## config.mk

```make
export PLATFORM = sky130hd
export DESIGN_NAME = decoder_ctrl
export DESIGN_NICKNAME = d
export VERILOG_FILES = /design/src/design/decoder_pkg.sv /design/src/design/cop0_decode.sv /design/src/design/ctrl_reg.sv /design/src/design/decoder_ctrl.sv /design/src/design/imm_decode.sv /design/src/design/special_decode.sv
export SDC_FILE = /design/constraint.sdc
export NUM_CORES = 1
export LEC_CHECK = 0
export BUFFER_PORTS_ARGS = -buffer_cell sky130_fd_sc_hd__buf_2
export CAP_MARGIN = 20
export CORE_AREA = 2 2 71 73
export DETAILED_ROUTE_END_ITERATION = 7
export DIE_AREA = 0 0 73 75
export GPL_ROUTABILITY_DRIVEN = 0
export GPL_TIMING_DRIVEN = 0
export PLACE_DENSITY = 0.75
export REMOVE_ABC_BUFFERS = 1
export SYNTH_ARGS = -nofsm -noshare
export SYNTH_HDL_FRONTEND = slang
export SYNTH_HIERARCHICAL = 1
export SYNTH_SLANG_ARGS = --single-unit
```

## constraint.sdc

```tcl
create_clock -name clk -period 3.4 [get_ports clk]
set_input_delay 0.34 -clock clk [delete_from_list [all_inputs] [get_ports clk]]
set_output_delay 0.34 -clock clk [all_outputs]
set_load 0.01 [all_outputs]
```

## src/design/decoder_pkg.sv

```systemverilog
`default_nettype none

package decoder_pkg;

        localparam int INSTR_W    = 32;
        localparam int REG_ADDR_W = 5;

        localparam logic [REG_ADDR_W-1:0] LINK_REG = 5'd31; // $ra

        localparam logic [INSTR_W-1:0]    ERET_WORD = 32'h4200_0018;
        localparam logic [REG_ADDR_W-1:0] COP0_MF   = 5'b00000; // rs field selects the move
        localparam logic [REG_ADDR_W-1:0] COP0_MT   = 5'b00100;

        // Shared by alu_imm_src and unsigned_flag
        localparam logic SIGN_EXT = 1'b0;
        localparam logic ZERO_EXT = 1'b1;

        typedef enum logic [5:0] {
                ADD, ADDU, SUB, SUBU, SLT, SLTU, AND, OR, XOR, NOR, LUI,
                SLL, SRL, SRA, MULT, MULTU, DIV, DIVU, MFHI, MFLO, MTHI, MTLO,
                BREK, SYSC, ERET, MFC0, MTC0, OUTA
        } alu_op_e;

        typedef enum logic [1:0] {
                SRC_REG = 2'd0, // rt
                SRC_IMM = 2'd1,
                SRC_SFT = 2'd2, // shamt
                SRC_PCA = 2'd3  // Link address
        } alu_src_e;

        typedef enum logic [1:0] {
                MEM_NOOP = 2'd0,
                MEM_LOAD = 2'd1,
                MEM_STOR = 2'd2
        } mem_type_e;

        typedef enum logic [2:0] {
                SZ_BYTE = 3'd0,
                SZ_HALF = 3'd1,
                SZ_FULL = 3'd2
        } mem_size_e;

        typedef enum logic [5:0] {
                OP_SPECIAL = 6'b000000, OP_COP0  = 6'b010000,
                OP_ADDI    = 6'b001000, OP_ADDIU = 6'b001001,
                OP_SLTI    = 6'b001010, OP_SLTIU = 6'b001011,
                OP_ANDI    = 6'b001100, OP_ORI   = 6'b001101,
                OP_XORI    = 6'b001110, OP_LUI   = 6'b001111,
                OP_LB      = 6'b100000, OP_LH    = 6'b100001,
                OP_LW      = 6'b100011, OP_LBU   = 6'b100100,
                OP_LHU     = 6'b100101, OP_SB    = 6'b101000,
                OP_SH      = 6'b101001, OP_SW    = 6'b101011
        } opcode_e;

        typedef enum logic [5:0] {
                F_SLL   = 6'b000000, F_SRL     = 6'b000010, F_SRA   = 6'b000011,
                F_SLLV  = 6'b000100, F_SRLV    = 6'b000110, F_SRAV  = 6'b000111,
                F_SYSC  = 6'b001100, F_BREAK   = 6'b001101,
                F_MFHI  = 6'b010000, F_MTHI    = 6'b010001,
                F_MFLO  = 6'b010010, F_MTLO    = 6'b010011,
                F_MULT  = 6'b011000, F_MULTU   = 6'b011001,
                F_DIV   = 6'b011010, F_DIVU    = 6'b011011,
                F_ADD   = 6'b100000, F_ADDU    = 6'b100001,
                F_SUB   = 6'b100010, F_SUBU    = 6'b100011,
                F_AND   = 6'b100100, F_OR      = 6'b100101,
                F_XOR   = 6'b100110, F_NOR     = 6'b100111,
                F_SLT   = 6'b101010, F_SLTU    = 6'b101011
        } funct_e;

endpackage

`default_nettype wire

```

## src/design/cop0_decode.sv

```systemverilog
`timescale 1ns/1ns
`default_nettype none

module cop0_decode import decoder_pkg::*; (
        input  wire [INSTR_W-1:0]     instruction,
        output logic                  hit,
        output logic                  undefined,
        output alu_op_e               alu_op,
        output alu_src_e              alu_src,
        output logic                  alu_imm_src,
        output mem_type_e             mem_type,
        output mem_size_e             mem_size,
        output logic [REG_ADDR_W-1:0] wb_reg_dest,
        output logic                  wb_reg_en,
        output logic                  unsigned_flag,
        output logic                  priv_inst
);

        logic [REG_ADDR_W-1:0] rs;

        assign rs  = instruction[25:21];
        assign hit = (instruction[31:26] == OP_COP0);

        assign alu_src       = SRC_REG;
        assign alu_imm_src   = SIGN_EXT;
        assign mem_type      = MEM_NOOP;
        assign mem_size      = SZ_FULL;
        assign wb_reg_dest   = instruction[20:16]; // rt
        assign unsigned_flag = ZERO_EXT;
        assign priv_inst     = hit;

        always_comb begin
                alu_op    = ADDU;
                wb_reg_en = 1'b0;
                undefined = 1'b0;
                if (instruction == ERET_WORD) begin
                        alu_op = ERET;
                end else if (rs == COP0_MF) begin
                        alu_op    = MFC0;
                        wb_reg_en = 1'b1; // Only MFC0 returns a value
                end else if (rs == COP0_MT) begin
                        alu_op = MTC0;
                end else begin
                        undefined = hit;
                end
        end

endmodule

`default_nettype wire

```

## src/design/ctrl_reg.sv

```systemverilog
`timescale 1ns/1ns
`default_nettype none

module ctrl_reg import decoder_pkg::*; (
        input  wire                   clk,
        input  wire                   rst_n,
        input  wire                   in_valid,
        output logic                  in_ready,
        output logic                  out_valid,
        input  wire                   out_ready,
        input  wire                   dec_undefined,
        input  wire alu_op_e          dec_alu_op,
        input  wire alu_src_e         dec_alu_src,
        input  wire                   dec_alu_imm_src,
        input  wire mem_type_e        dec_mem_type,
        input  wire mem_size_e        dec_mem_size,
        input  wire [REG_ADDR_W-1:0]  dec_wb_reg_dest,
        input  wire                   dec_wb_reg_en,
        input  wire                   dec_unsigned_flag,
        input  wire                   dec_priv_inst,
        output logic                  undefined,
        output alu_op_e               alu_op,
        output alu_src_e              alu_src,
        output logic                  alu_imm_src,
        output mem_type_e             mem_type,
        output mem_size_e             mem_size,
        output logic [REG_ADDR_W-1:0] wb_reg_dest,
        output logic                  wb_reg_en,
        output logic                  unsigned_flag,
        output logic                  priv_inst
);

        assign in_ready = !out_valid || out_ready; // Free slot or it drains this edge

        always_ff @(posedge clk) begin
                if (!rst_n)
                        out_valid <= 1'b0;
                else if (in_ready)
                        out_valid <= in_valid;
        end

        always_ff @(posedge clk) begin
                if (in_valid && in_ready) begin
                        undefined     <= dec_undefined;
                        alu_op        <= dec_alu_op;
                        alu_src       <= dec_alu_src;
                        alu_imm_src   <= dec_alu_imm_src;
                        mem_type      <= dec_mem_type;
                        mem_size      <= dec_mem_size;
                        wb_reg_dest   <= dec_wb_reg_dest;
                        wb_reg_en     <= dec_wb_reg_en;
                        unsigned_flag <= dec_unsigned_flag;
                        priv_inst     <= dec_priv_inst;
                end
        end

        a_payload_hold: assert property (@(posedge clk) disable iff (!rst_n)
                out_valid && !out_ready |=> $stable({undefined, alu_op, alu_src, alu_imm_src,
                        mem_type, mem_size, wb_reg_dest, wb_reg_en, unsigned_flag, priv_inst}));

        a_valid_hold: assert property (@(posedge clk) disable iff (!rst_n)
                out_valid && !out_ready |=> out_valid);

        // Nothing may leave before the first accepted word
        a_reset_idle: assert property (@(posedge clk) !rst_n |=> !out_valid);

endmodule

`default_nettype wire

```

## src/design/decoder_ctrl.sv

```systemverilog
`timescale 1ns/1ns
`default_nettype none

module decoder_ctrl import decoder_pkg::*; (
        input  wire                   clk,
        input  wire                   rst_n,
        input  wire [INSTR_W-1:0]     instruction,
        input  wire                   is_branch,
        input  wire                   is_branch_al,
        input  wire                   in_valid,
        output logic                  in_ready,
        output logic                  out_valid,
        input  wire                   out_ready,
        output logic                  undefined,
        output alu_op_e               alu_op,
        output alu_src_e              alu_src,
        output logic                  alu_imm_src,
        output mem_type_e             mem_type,
        output mem_size_e             mem_size,
        output logic [REG_ADDR_W-1:0] wb_reg_dest,
        output logic                  wb_reg_en,
        output logic                  unsigned_flag,
        output logic                  priv_inst
);

        logic                  sp_hit, im_hit, c0_hit, c0_undefined, sel_undefined;
        alu_op_e               sp_alu_op, im_alu_op, c0_alu_op, sel_alu_op;
        alu_src_e              sp_alu_src, im_alu_src, c0_alu_src, sel_alu_src;
        logic                  sp_alu_imm_src, im_alu_imm_src, c0_alu_imm_src, sel_alu_imm_src;
        mem_type_e             sp_mem_type, im_mem_type, c0_mem_type, sel_mem_type;
        mem_size_e             sp_mem_size, im_mem_size, c0_mem_size, sel_mem_size;
        logic [REG_ADDR_W-1:0] sp_wb_reg_dest, im_wb_reg_dest, c0_wb_reg_dest, sel_wb_reg_dest;
        logic                  sp_wb_reg_en, im_wb_reg_en, c0_wb_reg_en, sel_wb_reg_en;
        logic                  sp_unsigned_flag, im_unsigned_flag, c0_unsigned_flag, sel_unsigned_flag;
        logic                  sp_priv_inst, im_priv_inst, c0_priv_inst, sel_priv_inst;

        special_decode i_special (
                .instruction(instruction), .hit(sp_hit),
                .alu_op(sp_alu_op), .alu_src(sp_alu_src), .alu_imm_src(sp_alu_imm_src),
                .mem_type(sp_mem_type), .mem_size(sp_mem_size), .wb_reg_dest(sp_wb_reg_dest),
                .wb_reg_en(sp_wb_reg_en), .unsigned_flag(sp_unsigned_flag), .priv_inst(sp_priv_inst)
        );

        imm_decode i_imm (
                .instruction(instruction), .hit(im_hit),
                .alu_op(im_alu_op), .alu_src(im_alu_src), .alu_imm_src(im_alu_imm_src),
                .mem_type(im_mem_type), .mem_size(im_mem_size), .wb_reg_dest(im_wb_reg_dest),
                .wb_reg_en(im_wb_reg_en), .unsigned_flag(im_unsigned_flag), .priv_inst(im_priv_inst)
        );

        cop0_decode i_cop0 (
                .instruction(instruction), .hit(c0_hit), .undefined(c0_undefined),
                .alu_op(c0_alu_op), .alu_src(c0_alu_src), .alu_imm_src(c0_alu_imm_src),
                .mem_type(c0_mem_type), .mem_size(c0_mem_size), .wb_reg_dest(c0_wb_reg_dest),
                .wb_reg_en(c0_wb_reg_en), .unsigned_flag(c0_unsigned_flag), .priv_inst(c0_priv_inst)
        );

        always_comb begin
                sel_alu_op        = ADDU; // Fallback unless a table claims the word
                sel_alu_src       = SRC_REG;
                sel_alu_imm_src   = SIGN_EXT;
                sel_mem_type      = MEM_NOOP;
                sel_mem_size      = SZ_FULL;
                sel_wb_reg_dest   = instruction[20:16];
                sel_wb_reg_en     = 1'b0;
                sel_unsigned_flag = ZERO_EXT;
                sel_priv_inst     = 1'b0;
                sel_undefined     = !is_branch; // A plain branch is still legal
                if (is_branch && is_branch_al) begin
                        sel_alu_op      = OUTA; // Pass the return address through
                        sel_alu_src     = SRC_PCA;
                        sel_wb_reg_dest = LINK_REG;
                        sel_wb_reg_en   = 1'b1;
                end
                if (sp_hit) begin
                        sel_alu_op        = sp_alu_op;
                        sel_alu_src       = sp_alu_src;
                        sel_alu_imm_src   = sp_alu_imm_src;
                        sel_mem_type      = sp_mem_type;
                        sel_mem_size      = sp_mem_size;
                        sel_wb_reg_dest   = sp_wb_reg_dest;
                        sel_wb_reg_en     = sp_wb_reg_en;
                        sel_unsigned_flag = sp_unsigned_flag;
                        sel_priv_inst     = sp_priv_inst;
                        sel_undefined     = 1'b0;
                end else if (im_hit) begin
                        sel_alu_op        = im_alu_op;
                        sel_alu_src       = im_alu_src;
                        sel_alu_imm_src   = im_alu_imm_src;
                        sel_mem_type      = im_mem_type;
                        sel_mem_size      = im_mem_size;
                        sel_wb_reg_dest   = im_wb_reg_dest;
                        sel_wb_reg_en     = im_wb_reg_en;
                        sel_unsigned_flag = im_unsigned_flag;
                        sel_priv_inst     = im_priv_inst;
                        sel_undefined     = 1'b0;
                end else if (c0_hit) begin
                        sel_alu_op        = c0_alu_op;
                        sel_alu_src       = c0_alu_src;
                        sel_alu_imm_src   = c0_alu_imm_src;
                        sel_mem_type      = c0_mem_type;
                        sel_mem_size      = c0_mem_size;
                        sel_wb_reg_dest   = c0_wb_reg_dest;
                        sel_wb_reg_en     = c0_wb_reg_en;
                        sel_unsigned_flag = c0_unsigned_flag;
                        sel_priv_inst     = c0_priv_inst;
                        sel_undefined     = c0_undefined;
                end
        end

        ctrl_reg i_ctrl_reg (
                .clk(clk), .rst_n(rst_n),
                .in_valid(in_valid), .in_ready(in_ready),
                .out_valid(out_valid), .out_ready(out_ready),
                .dec_undefined(sel_undefined), .dec_alu_op(sel_alu_op),
                .dec_alu_src(sel_alu_src), .dec_alu_imm_src(sel_alu_imm_src),
                .dec_mem_type(sel_mem_type), .dec_mem_size(sel_mem_size),
                .dec_wb_reg_dest(sel_wb_reg_dest), .dec_wb_reg_en(sel_wb_reg_en),
                .dec_unsigned_flag(sel_unsigned_flag), .dec_priv_inst(sel_priv_inst),
                .undefined(undefined), .alu_op(alu_op), .alu_src(alu_src),
                .alu_imm_src(alu_imm_src), .mem_type(mem_type), .mem_size(mem_size),
                .wb_reg_dest(wb_reg_dest), .wb_reg_en(wb_reg_en),
                .unsigned_flag(unsigned_flag), .priv_inst(priv_inst)
        );

endmodule

`default_nettype wire

```

## src/design/imm_decode.sv

```systemverilog
`timescale 1ns/1ns
`default_nettype none

module imm_decode import decoder_pkg::*; (
        input  wire [INSTR_W-1:0]     instruction,
        output logic                  hit,
        output alu_op_e               alu_op,
        output alu_src_e              alu_src,
        output logic                  alu_imm_src,
        output mem_type_e             mem_type,
        output mem_size_e             mem_size,
        output logic [REG_ADDR_W-1:0] wb_reg_dest,
        output logic                  wb_reg_en,
        output logic                  unsigned_flag,
        output logic                  priv_inst
);

        opcode_e opcode;

        assign opcode = opcode_e'(instruction[31:26]);

        assign alu_src       = SRC_IMM;
        assign wb_reg_dest   = instruction[20:16]; // rt
        assign wb_reg_en     = (mem_type != MEM_STOR);
        assign priv_inst     = 1'b0;
        assign alu_imm_src   = (opcode inside {OP_ANDI, OP_ORI, OP_XORI, OP_LUI}) ? ZERO_EXT : SIGN_EXT;
        assign unsigned_flag = (opcode inside {OP_LB, OP_LH}) ? SIGN_EXT : ZERO_EXT;

        always_comb begin
                hit      = 1'b1;
                alu_op   = ADDU; // Loads and stores add base and offset
                mem_type = MEM_NOOP;
                mem_size = SZ_FULL;
                case (opcode)
                        OP_ADDI:                                alu_op = ADD;
                        OP_ADDIU:                               alu_op = ADDU;
                        OP_SLTI:                                alu_op = SLT;
                        OP_SLTIU:                               alu_op = SLTU;
                        OP_ANDI:                                alu_op = AND;
                        OP_ORI:                                 alu_op = OR;
                        OP_XORI:                                alu_op = XOR;
                        OP_LUI:                                 alu_op = LUI;
                        OP_LB, OP_LBU, OP_LH, OP_LHU, OP_LW:    mem_type = MEM_LOAD;
                        OP_SB, OP_SH, OP_SW:                    mem_type = MEM_STOR;
                        default:                                hit = 1'b0;
                endcase
                if (opcode inside {OP_LB, OP_LBU, OP_SB})
                        mem_size = SZ_BYTE;
                else if (opcode inside {OP_LH, OP_LHU, OP_SH})
                        mem_size = SZ_HALF;
        end

endmodule

`default_nettype wire

```

## src/design/special_decode.sv

```systemverilog
`timescale 1ns/1ns
`default_nettype none

module special_decode import decoder_pkg::*; (
        input  wire [INSTR_W-1:0]     instruction,
        output logic                  hit,
        output alu_op_e               alu_op,
        output alu_src_e              alu_src,
        output logic                  alu_imm_src,
        output mem_type_e             mem_type,
        output mem_size_e             mem_size,
        output logic [REG_ADDR_W-1:0] wb_reg_dest,
        output logic                  wb_reg_en,
        output logic                  unsigned_flag,
        output logic                  priv_inst
);

        funct_e funct;

        assign funct = funct_e'(instruction[5:0]);

        assign alu_imm_src   = SIGN_EXT; // No immediate in R-type
        assign mem_type      = MEM_NOOP;
        assign mem_size      = SZ_FULL;
        assign wb_reg_dest   = instruction[15:11]; // rd
        assign unsigned_flag = ZERO_EXT;
        assign priv_inst     = funct inside {F_BREAK, F_SYSC};
        assign wb_reg_en     = !(funct inside {F_MULT, F_MULTU, F_DIV, F_DIVU,
                                               F_MTHI, F_MTLO});

        always_comb begin
                hit     = (instruction[31:26] == OP_SPECIAL);
                alu_op  = ADDU;
                alu_src = SRC_REG;
                case (funct)
                        F_ADD:          alu_op = ADD;
                        F_ADDU:         alu_op = ADDU;
                        F_SUB:          alu_op = SUB;
                        F_SUBU:         alu_op = SUBU;
                        F_SLT:          alu_op = SLT;
                        F_SLTU:         alu_op = SLTU;
                        F_AND:          alu_op = AND;
                        F_OR:           alu_op = OR;
                        F_XOR:          alu_op = XOR;
                        F_NOR:          alu_op = NOR;
                        F_SLL, F_SLLV:  alu_op = SLL;
                        F_SRL, F_SRLV:  alu_op = SRL;
                        F_SRA, F_SRAV:  alu_op = SRA;
                        F_MULT:         alu_op = MULT;
                        F_MULTU:        alu_op = MULTU;
                        F_DIV:          alu_op = DIV;
                        F_DIVU:         alu_op = DIVU;
                        F_MFHI:         alu_op = MFHI;
                        F_MFLO:         alu_op = MFLO;
                        F_MTHI:         alu_op = MTHI;
                        F_MTLO:         alu_op = MTLO;
                        F_BREAK:        alu_op = BREK;
                        F_SYSC:         alu_op = SYSC;
                        default:        hit = 1'b0; // Left to the fallback
                endcase
                if (funct inside {F_SLL, F_SRL, F_SRA})
                        alu_src = SRC_SFT; // Constant shifts take shamt
        end

endmodule

`default_nettype wire

```

# Word-level counts from Yosys, hierarchy flattened
# Index checks and enable logic that the tools add are counted.
# op_classes
n_addsub,0
mul,0
n_div,0
magnitude_cmp,0
eq_ne,45
shifts,0
n_mux,38
bitwise,1
n_reduce_logical,26
# op_table
op,count
$pmux W5 S22,1
$eq A6 B6 Y1 const B,18
$eq A6 B4 Y1 const B,10
$eq A6 B5 Y1 const B,9
$eq A32 B31 Y1 const B,1
$mux W5,6
$mux W6,5
$pmux W4 S7,1
$reduce_or A26 Y1,1
$eq A6 B3 Y1 const B,3
$mux W1,17
$reduce_or A16 Y1,1
$mux W2,7
$eq A6 B2 Y1 const B,2
$logic_not A6 Y1,2
$reduce_or A2 Y1,5
$reduce_bool A3 Y1,3
$reduce_bool A6 Y1,1
$reduce_or A3 Y1,2
$eq A5 B3 Y1 const B,1
$logic_not A5 Y1,1
$reduce_or A5 Y1,1
$pmux W2 S2,1
$reduce_bool A2 Y1,2
other kinds (6),9
# word_totals
register_bits,24
latchBits,0
mem_bits_rw,0
romBits,0
output_inout_bits,25
word_cells,122
mem_count,0

# Logic depth before layout (Yosys ltp)
# Gate-level depths: netlist of run 1.
# depth
ltp_word,7
ltp_mapped,9
ltp_nobuf,6

# Hierarchy
# Netlist of run 1, hierarchy kept.
# modules_own_cells
module,instances,cells_per_inst,area_each_um2,seq_area_each_um2
ctrl_reg,1,28,748.2,710.7
decoder_ctrl,1,86,496.7,0.0
special_decode,1,68,485.5,0.0
cop0_decode,1,38,295.3,0.0
imm_decode,1,40,242.7,0.0

# Worst setup path after synthesis of run 1
# OpenSTA, ideal clock, no wires.
# synth_timing
path_kind,input-to-reg
from,input instruction[28]
to,"register i_ctrl_reg.alu_op[4], data pin"
setup_ps,277
arrival_ps,1737
required_ps,3123
setup_slack_ps,1387
path_stages,6
path_cell_list,buf_2 -> o311ai_0 -> buf_2 -> inv_1 -> nor3_1 -> a221oi_1
# synth_via
elab_chain_cells,5
elab_cells_between_ends,26
# synth_rtl
element,line_no,rtl
from (decl),decoder_ctrl.sv:7,"input wire [INSTR_W-1:0] instruction,"
$eq A6 B4 Y1 / $eq A6 B6 Y1 (equally long branches),imm_decode.sv:34,case (opcode)
$reduce_or A16 Y1 (no source line) *,-,
$mux W1 *,imm_decode.sv:34,
net im_hit,decoder_ctrl.sv:26,"logic sp_hit, im_hit, c0_hit, c0_undefined, sel_undefined;"
$mux W6 *,decoder_ctrl.sv:86,end else if (im_hit) begin
$mux W6 *,decoder_ctrl.sv:75,if (sp_hit) begin
net sel_alu_op[4],decoder_ctrl.sv:27,"alu_op_e sp_alu_op, im_alu_op, c0_alu_op, sel_alu_op;"
to (signal assigned),ctrl_reg.sv:45,alu_op <= dec_alu_op;
to (decl),ctrl_reg.sv:22,"output alu_op_e alu_op,"
# The timed path passes the listed nets; every way through them passes the cells marked *.
# A chain may end at the register's enable or synchronous reset.

# Worst setup path after layout of run 1
# layout_timing
from,input instruction[3]
to,"register i_ctrl_reg.alu_op[1], data pin"
# layout_via
elab_cells_between_ends,37
# layout_rtl
element,line_no,rtl
$eq A6 B6 Y1 (tied with other cells),special_decode.sv:35,case (funct)
$reduce_or A26 Y1 (no source line) *,-,
$mux W1 *,special_decode.sv:35,
net sp_hit,decoder_ctrl.sv:26,
$mux W6 *,decoder_ctrl.sv:75,
net sel_alu_op[1],decoder_ctrl.sv:27,
# Marks and branches as above.

==> impl_results.md, run 1 <==
- Post-synthesis compound-gate area fraction: 0.2052
- Multiplexer area fraction after synthesis: 0.02648
- Arrival time at the worst endpoint: between 2 and 3 ns
- H-tree Lvls: 1
- Max rail drop VDD: between 0.0001 and 0.00015 V
- Register Area: 710.7 um2
- Num ports: between 60 and 70
- Later-pin clock latency in the skew report: roughly 0.26 ns
- Fin. max-slew vios: 0
- Die footprint: approximately 0.0055 mm2
- Worst flop-to-flop path startpoint: i_ctrl_reg/out_valid$_SDFFE_PN0P_
- Cells after Synth: 260
- Post-DP HPWL: about 3.5 mm
- Netlist cell types: 59
- Reg2Reg Depth: 2
- Num Clock Sinks: 24
- Cts hold-fix bufs: 0
- Clk slew on worst S/H paths: approximately 0.09 ns
- Tightest Hold Check Type: primary input to flip-flop
- Most frequent cell after synthesis: buf_4
- Clock Tree Root: clkbuf_8
- R2R Path End: i_ctrl_reg/mem_size[0]$_DFFE_PP_
- FMAX: ~380 MHz
- Unrepaired setup endpoints after global routing: no
- CTS tree: done
- Num CTS Buffers: 3
- Via count: around 1800
- Crit path from: instruction[3]
- Final Setup Violations: 0
- All-layer global routing usage: 0.1664
- Hold path cells: 2
- Syn_area_per_cell: 8.725 um2
- # resized after CTS: 0
- Filler cell count: approximately 430
- Post-CTS setup buffer count: 0
- Post-Synth Simple-Gate Area: 0.2256
- Ratio of cells with drive above 1 in the final layout: 0.2951
- Vias in the first global route: 1564
- Core area: about 0.0047 mm2
- Top cells by count, synth: 46 x buf_4, 24 x nand2_1, 23 x edfxtp_1
- CTS max path bufs: 2
- Max cap viols: 0
- Area occupied by multi-input gates: around 0.0012 mm2
- Pin count of the biggest net entering global routing: 29
- Design area: about 0.0023 mm2
- Power per Cell Area: 306.6 mW/mm2
- Top-area cell type share of the netlist area: 0.3045
- WL/cell: approximately 13 um
- NetSw: ~0.2 mW
- Final setup skew: 0.005564 ns
- Leakage: around 0.91 nW
- Row cnt: 25
- Total Power: 0.7203 mW
- Number of antenna violations at the first check in global routing: 0
- Global route total overflow: 0
- Fin crit share: 0.7838
- Diodes inserted: 0
- First-pass GRT wire length: slightly above 7 mm
- Routed Antenna Nets: 0
- Crit path to: i_ctrl_reg/alu_op[1]$_DFFE_PP_
- Fin crit period: ~2.7 ns
- Number of DRC markers in iteration 0: 178
- Routed WL: roughly 4.6 mm
- Mapped Area: around 0.0023 mm2
- Dominant cells by area after synthesis: edfxtp_1 30%, buf_4 15%, nand2_1 4.0%, a21oi_1 3.8%, o22ai_1 3.6%
- Worst Path Max Fanout: 28
- DRT Pass-1 Iters: 4
- Synth Area in Adders: 0
- Final nets: between 300 and 400
- EDFF count, synth: 23
- DR vias/cell: ~5.3
- Asr flop ratio synth: 0
- Post-synthesis sequential area ratio: 0.3133
- Int Power: approximately 0.52 mW
- Area grow syn2layout: 3.585%
- Post-synthesis xor/xnor area fraction: 0.01158
- Post-place instance area: around 0.0023 mm2
- Combinational cell fraction of total power: 0.244
- Die H: between 70 and 80 um
- Status: complete, no violations
- Worst slew pin tran: around 1.0 ns
- Setup Crit Path Kind: primary input to flip-flop
- Flops & latches, synth: 24
- Hold WS: roughly 0.31 ns
- Port Buffers: between 60 and 70
- Switch share: 0.2756
- Crit path launch type: primary input
- DRC: 0
- Layout Cells excl Fill: between 300 and 400
- Largest family of logic cells by synthesized area: simple AND/OR/NAND/NOR gates
- Seq pwr share: 0.492
- Die Wd: approximately 73 um
- Worst relative slew slack: 0.3310
- Cell taking the most area after synthesis: edfxtp_1
- Clk network pwr share: 0.264
- Reg2reg setup slack: 2.31 ns
- Critical path endpoint category: flip-flop
- Post-synth top flop: edfxtp_1
- Synthesis Warnings: 6
- Setup TNS: 0 ns
- Crit path required time: 3.39 ns
- Effective utilization at floorplan: 0.4867
- Final hold vios: 0
- Placed cells: 338
## final cells by class
type / instances / share of cell area
inverter: 10 / 0.01597
timing repair buffer: 62 / 0.1321
multi-input combinational: 188 / 0.4973
tap: 54 / 0.02875
clock buffer: 4 / 0.02343
sequential: 24 / 0.3025
## state kept, by name, summed over array words and instances, names as in the netlist
name and cells:
i_ctrl_reg/alu_op 6, i_ctrl_reg/wb_reg_dest 5, i_ctrl_reg/mem_size 3, i_ctrl_reg/alu_src 2, i_ctrl_reg/mem_type 2, i_ctrl_reg/alu_imm_src 1
i_ctrl_reg/out_valid 1, i_ctrl_reg/priv_inst 1, i_ctrl_reg/undefined 1, i_ctrl_reg/unsigned_flag 1, i_ctrl_reg/wb_reg_en 1
## how the worst min path moves through the flow
stage	start	slack, ns	to
2_1_floorplan	in_valid	0.48	i_ctrl_reg/out_valid$_SDFFE_PN0P_
3_3_place_gp	i_ctrl_reg/out_valid$_SDFFE_PN0P_	0.49	i_ctrl_reg/out_valid$_SDFFE_PN0P_
3_5_place_dp	i_ctrl_reg/out_valid$_SDFFE_PN0P_	0.50	i_ctrl_reg/out_valid$_SDFFE_PN0P_
4_1_cts	rst_n	0.30	i_ctrl_reg/out_valid$_SDFFE_PN0P_
5_1_grt	rst_n	0.31	i_ctrl_reg/out_valid$_SDFFE_PN0P_
6_report	rst_n	0.31	i_ctrl_reg/out_valid$_SDFFE_PN0P_
## cell usage in the layout, fill, tap and decap left out, types with 5 or more instances in the layout
cell type / count
a21oi_1: 17
a22oi_1: 9
buf_2: 62
conb_1: 26
edfxtp_1: 23
inv_1: 7
mux2i_1: 6
nand2_1: 24
nand2b_1: 5
nor2_1: 13
nor4_1: 6
o21ai_0: 12
o22ai_1: 13
## layer usage
metal  wire length (um)  track usage  vias up
met4                 59      0.05556        0
li1                   -            -      935
met1               1990       0.2213      815
met5                  0            0        -
met2               2289       0.2863       66
met3                214      0.01473        6
## stage by stage
step	worst slack (ns)	util
detailed placement	0.4609	0.4923
finish	0.7350	0.5042
global route	0.4651	0.5042
floorplan	0.5721	-
global placement	-0.4912	0.4907
CTS	0.7478	0.5042
## critical path, stage by stage
cell and delay [ns]:
buf_2 0.26, nand2_1 0.18, o32ai_1 0.25, o31a_1 0.74, clkinv_1 0.51, o22ai_1 0.30
a21oi_1 0.06
## kinds of logic (layout without fill, tap and decap cells)
logic type / Yosys count / after routing
XOR/XNOR: 3 / 3
multiplexers: 6 / 6
AO/OA/AOI/OAI: 68 / 68
AND/OR/NAND/NOR: 85 / 85
other: 6 / 26
buffers and inverters: 68 / 76
flip-flops: 24 / 24
## power groups by stage
stage	logic, mW	clock network (mW)	registers (mW)
2_1_floorplan	0.0803	0	0.374
3_3_place_gp	0.170	0	0.361
3_5_place_dp	0.174	0	0.361
4_1_cts	0.175	0.197	0.355
5_1_grt	0.196	0.211	0.356
6_report	0.176	0.191	0.354
No activity file was read; power rests on OpenSTA's default activity.
==> inputs of run 2 (changes only) <==
- clock period: 3.4 -> 2.7 ns (I/O delays scaled with it)
==> run 2 against run 1 <==
Effect of this change: final cell count unchanged; first-iteration DRC count decreased by 11%; non-clock buffer count stayed put; sequential cell count is the same; hold slack lost 0.070 ns; global-route usage did not move; clock-buffer cell count is the same; critical path depth down 1; critical path type unchanged; critical endpoint is now i_ctrl_reg/alu_op[4]$_DFFE_PP_; highest routed layer unchanged.
==> impl_results.md, run 2 (synthesized netlist as in run 1, its figures left out) <==
- Status: complete, no violations
- Max FFs per register: 6 (unchanged)
- Num Clock Sinks: 24 (unchanged)
- Leading cell types in the layout, fill and taps excluded: 62 x buf_2, 26 x conb_1, 24 x nand2_1
- DRT Pass-1 Iters: 5 (+1)
- Post-DP HPWL: 3.451 mm (unchanged)
- FMAX: between 400 and 500 MHz
- Seq pwr share: 0.492 (about the same)
- Vias in the first global route: 1564 (unchanged)
- Num CTS Buffers: 3 (unchanged)
- Effective utilization at floorplan: 0.4867 (unchanged)
- Critical Path, Cell by Cell: buf_2 > nor4_2 > and3b_1 > inv_2 > a311oi_2 > a221oi_1
- Final Setup Violations: 0 (unchanged)
- Ratio of cells with drive above 1 in the final layout: 0.2986 (+0.003472)
- WL/cell: 13.46 um (+1.1%)
- Number of antenna violations at the first check in global routing: 0 (unchanged)
- Setup Crit Path Kind: primary input to flip-flop
- Cts hold-fix bufs: 0 (unchanged)
- Global route total overflow: 0 (unchanged)
- Total Power: 0.9072 mW (+26%)
- Top Registers: i_ctrl_reg/alu_op: 6 flops, i_ctrl_reg/wb_reg_dest: 5 flops, i_ctrl_reg/mem_size: 3 flops
- Final nets: 327 (unchanged)
- Worst relative slew slack: 0.3248 (-0.006183)
- Worst-path cell with the longest stage delay: a311oi_2
- Power per Cell Area: 385.9 mW/mm2 (+26%)
- Diodes inserted: 0 (unchanged)
- Switch share: 0.2757 (about the same)
- # resized after CTS: 0 (unchanged)
- Via count: 1843 (+1.2%)
- Row cnt: 25 (unchanged)
- Clk slew on worst S/H paths: 0.09 ns (about the same)
- Worst slew pin tran: 1.011 ns (+0.009259 ns)
- Critical path endpoint category: flip-flop
- NetSw: 0.2501 mW (+26%)
- Later-pin clock latency in the skew report: 0.26 ns (about the same)
- Routed Antenna Nets: 0 (unchanged)
- Die Wd: 73 um (unchanged)
- Design area: 0.002351 mm2 (about the same)
- Max cap viols: 0 (unchanged)
- Num ports: 63 (unchanged)
- Die H: 75 um (unchanged)
- Max rail drop VDD: 0.0001617 V (+26%)
- Combinational cell fraction of total power: 0.244 (about the same)
- Pin count of the biggest net entering global routing: 29 (unchanged)
- Fin. max-slew vios: 0 (unchanged)
- Number of DRC markers in iteration 0: 159 (-11%)
- Max stage delay on crit path: 0.72 ns (-0.02 ns)
- Die footprint: 0.005475 mm2 (unchanged)
- Crit path launch type: primary input
- Final setup skew: 0.005390 ns (-0.0001743 ns)
- CTS tree: done
- Clk network pwr share: 0.264 (about the same)
- Int Power: 0.6571 mW (+26%)
- First-pass GRT wire length: 7.093 mm (unchanged)
- Fin crit period: 2.429 ns
- Fin crit share: 0.8998
- Post-place instance area: 0.002295 mm2 (unchanged)
- H-tree Lvls: 1 (unchanged)
- Crit path required time: 2.67 ns (-0.72 ns)
- Routed WL: 4.604 mm (+1.1%)
- Leakage: 0.9067 nW (about the same)
- Clock Tree Root: clkbuf_8
- Commonest non-fill, non-tap cell in the layout: buf_2
- Core area: 0.004661 mm2 (unchanged)
- DR vias/cell: 5.389 (+1.2%)
- Area grow syn2layout: 3.640% (about the same)
- Tightest Hold Check Type: primary input to flip-flop
- Port Buffers: 62 (unchanged)
- Largest register by flop count: i_ctrl_reg/alu_op
- Final hold vios: 0 (unchanged)
- CTS max path bufs: 2 (unchanged)
- Unrepaired setup endpoints after global routing: no
- DRC: 0 (unchanged)
- Arrival time at the worst endpoint: 2.40 ns (-0.25 ns)
- Worst Path Max Fanout: 18 (-36%)
- All-layer global routing usage: 0.1664 (unchanged)
- Post-CTS setup buffer count: 0 (unchanged)
[run 2: layer usage]
layer,GRT usage,vias up,wire length [um]
met5,0,-,0
li1,-,933,-
met4,0.05556,0,72
met2,0.2863,66,2291
met1,0.2213,836,2023
met3,0.01473,8,216
[run 2: worst paths after layout]
path,start,cells past startpoint,to,slack [ns]
max,instruction[27],6,i_ctrl_reg/alu_op[4]$_DFFE_PP_,0.27
min,rst_n,2,i_ctrl_reg/out_valid$_SDFFE_PN0P_,0.24
max reg2reg,i_ctrl_reg/out_valid$_SDFFE_PN0P_,2,i_ctrl_reg/mem_size[0]$_DFFE_PP_,1.62
min reg2reg,i_ctrl_reg/out_valid$_SDFFE_PN0P_,2,i_ctrl_reg/out_valid$_SDFFE_PN0P_,0.51
[run 2: worst max-delay path, delay by kind of cell]
| family | cells | cell delay [ns] |
|---|---|---|
| AND/OR/NAND/NOR | 2 | 1.00 |
| AO/OA/AOI/OAI | 2 | 0.90 |
| buffers and inverters | 2 | 0.22 |
[run 2: power groups by stage]
stage,combinational (mW),clock [mW],sequential [mW]
detailed placement,0.220,0,0.455
finish,0.222,0.240,0.446
global route,0.247,0.266,0.449
global placement,0.214,0,0.455
floorplan,0.101,0,0.471
CTS,0.220,0.248,0.447
[run 2: through the flow]
stage          worst slack, ns  hold slack, ns  instances  setup TNS [ns]  utilization
2_1_floorplan         -0.05790          0.4065        222         -0.5211            -
3_3_place_gp            -1.121          0.4904        338          -17.13       0.4907
3_5_place_dp           -0.1691          0.5010        338          -1.521       0.4923
4_1_cts                 0.1178          0.2343        342               0       0.5042
5_1_grt                 0.1238          0.2362        342               0       0.5044
6_report                0.2706          0.2426        342               0       0.5044
[run 2: area by class of cell]
cell class              count  area, um2
well taps                  54      67.56
clock buffers               4      55.05
inverters                  10      37.54
flip-flops and latches     24      710.7
fillers                   426       2310
multi-input cells         188       1170
repair buffers             62      310.3
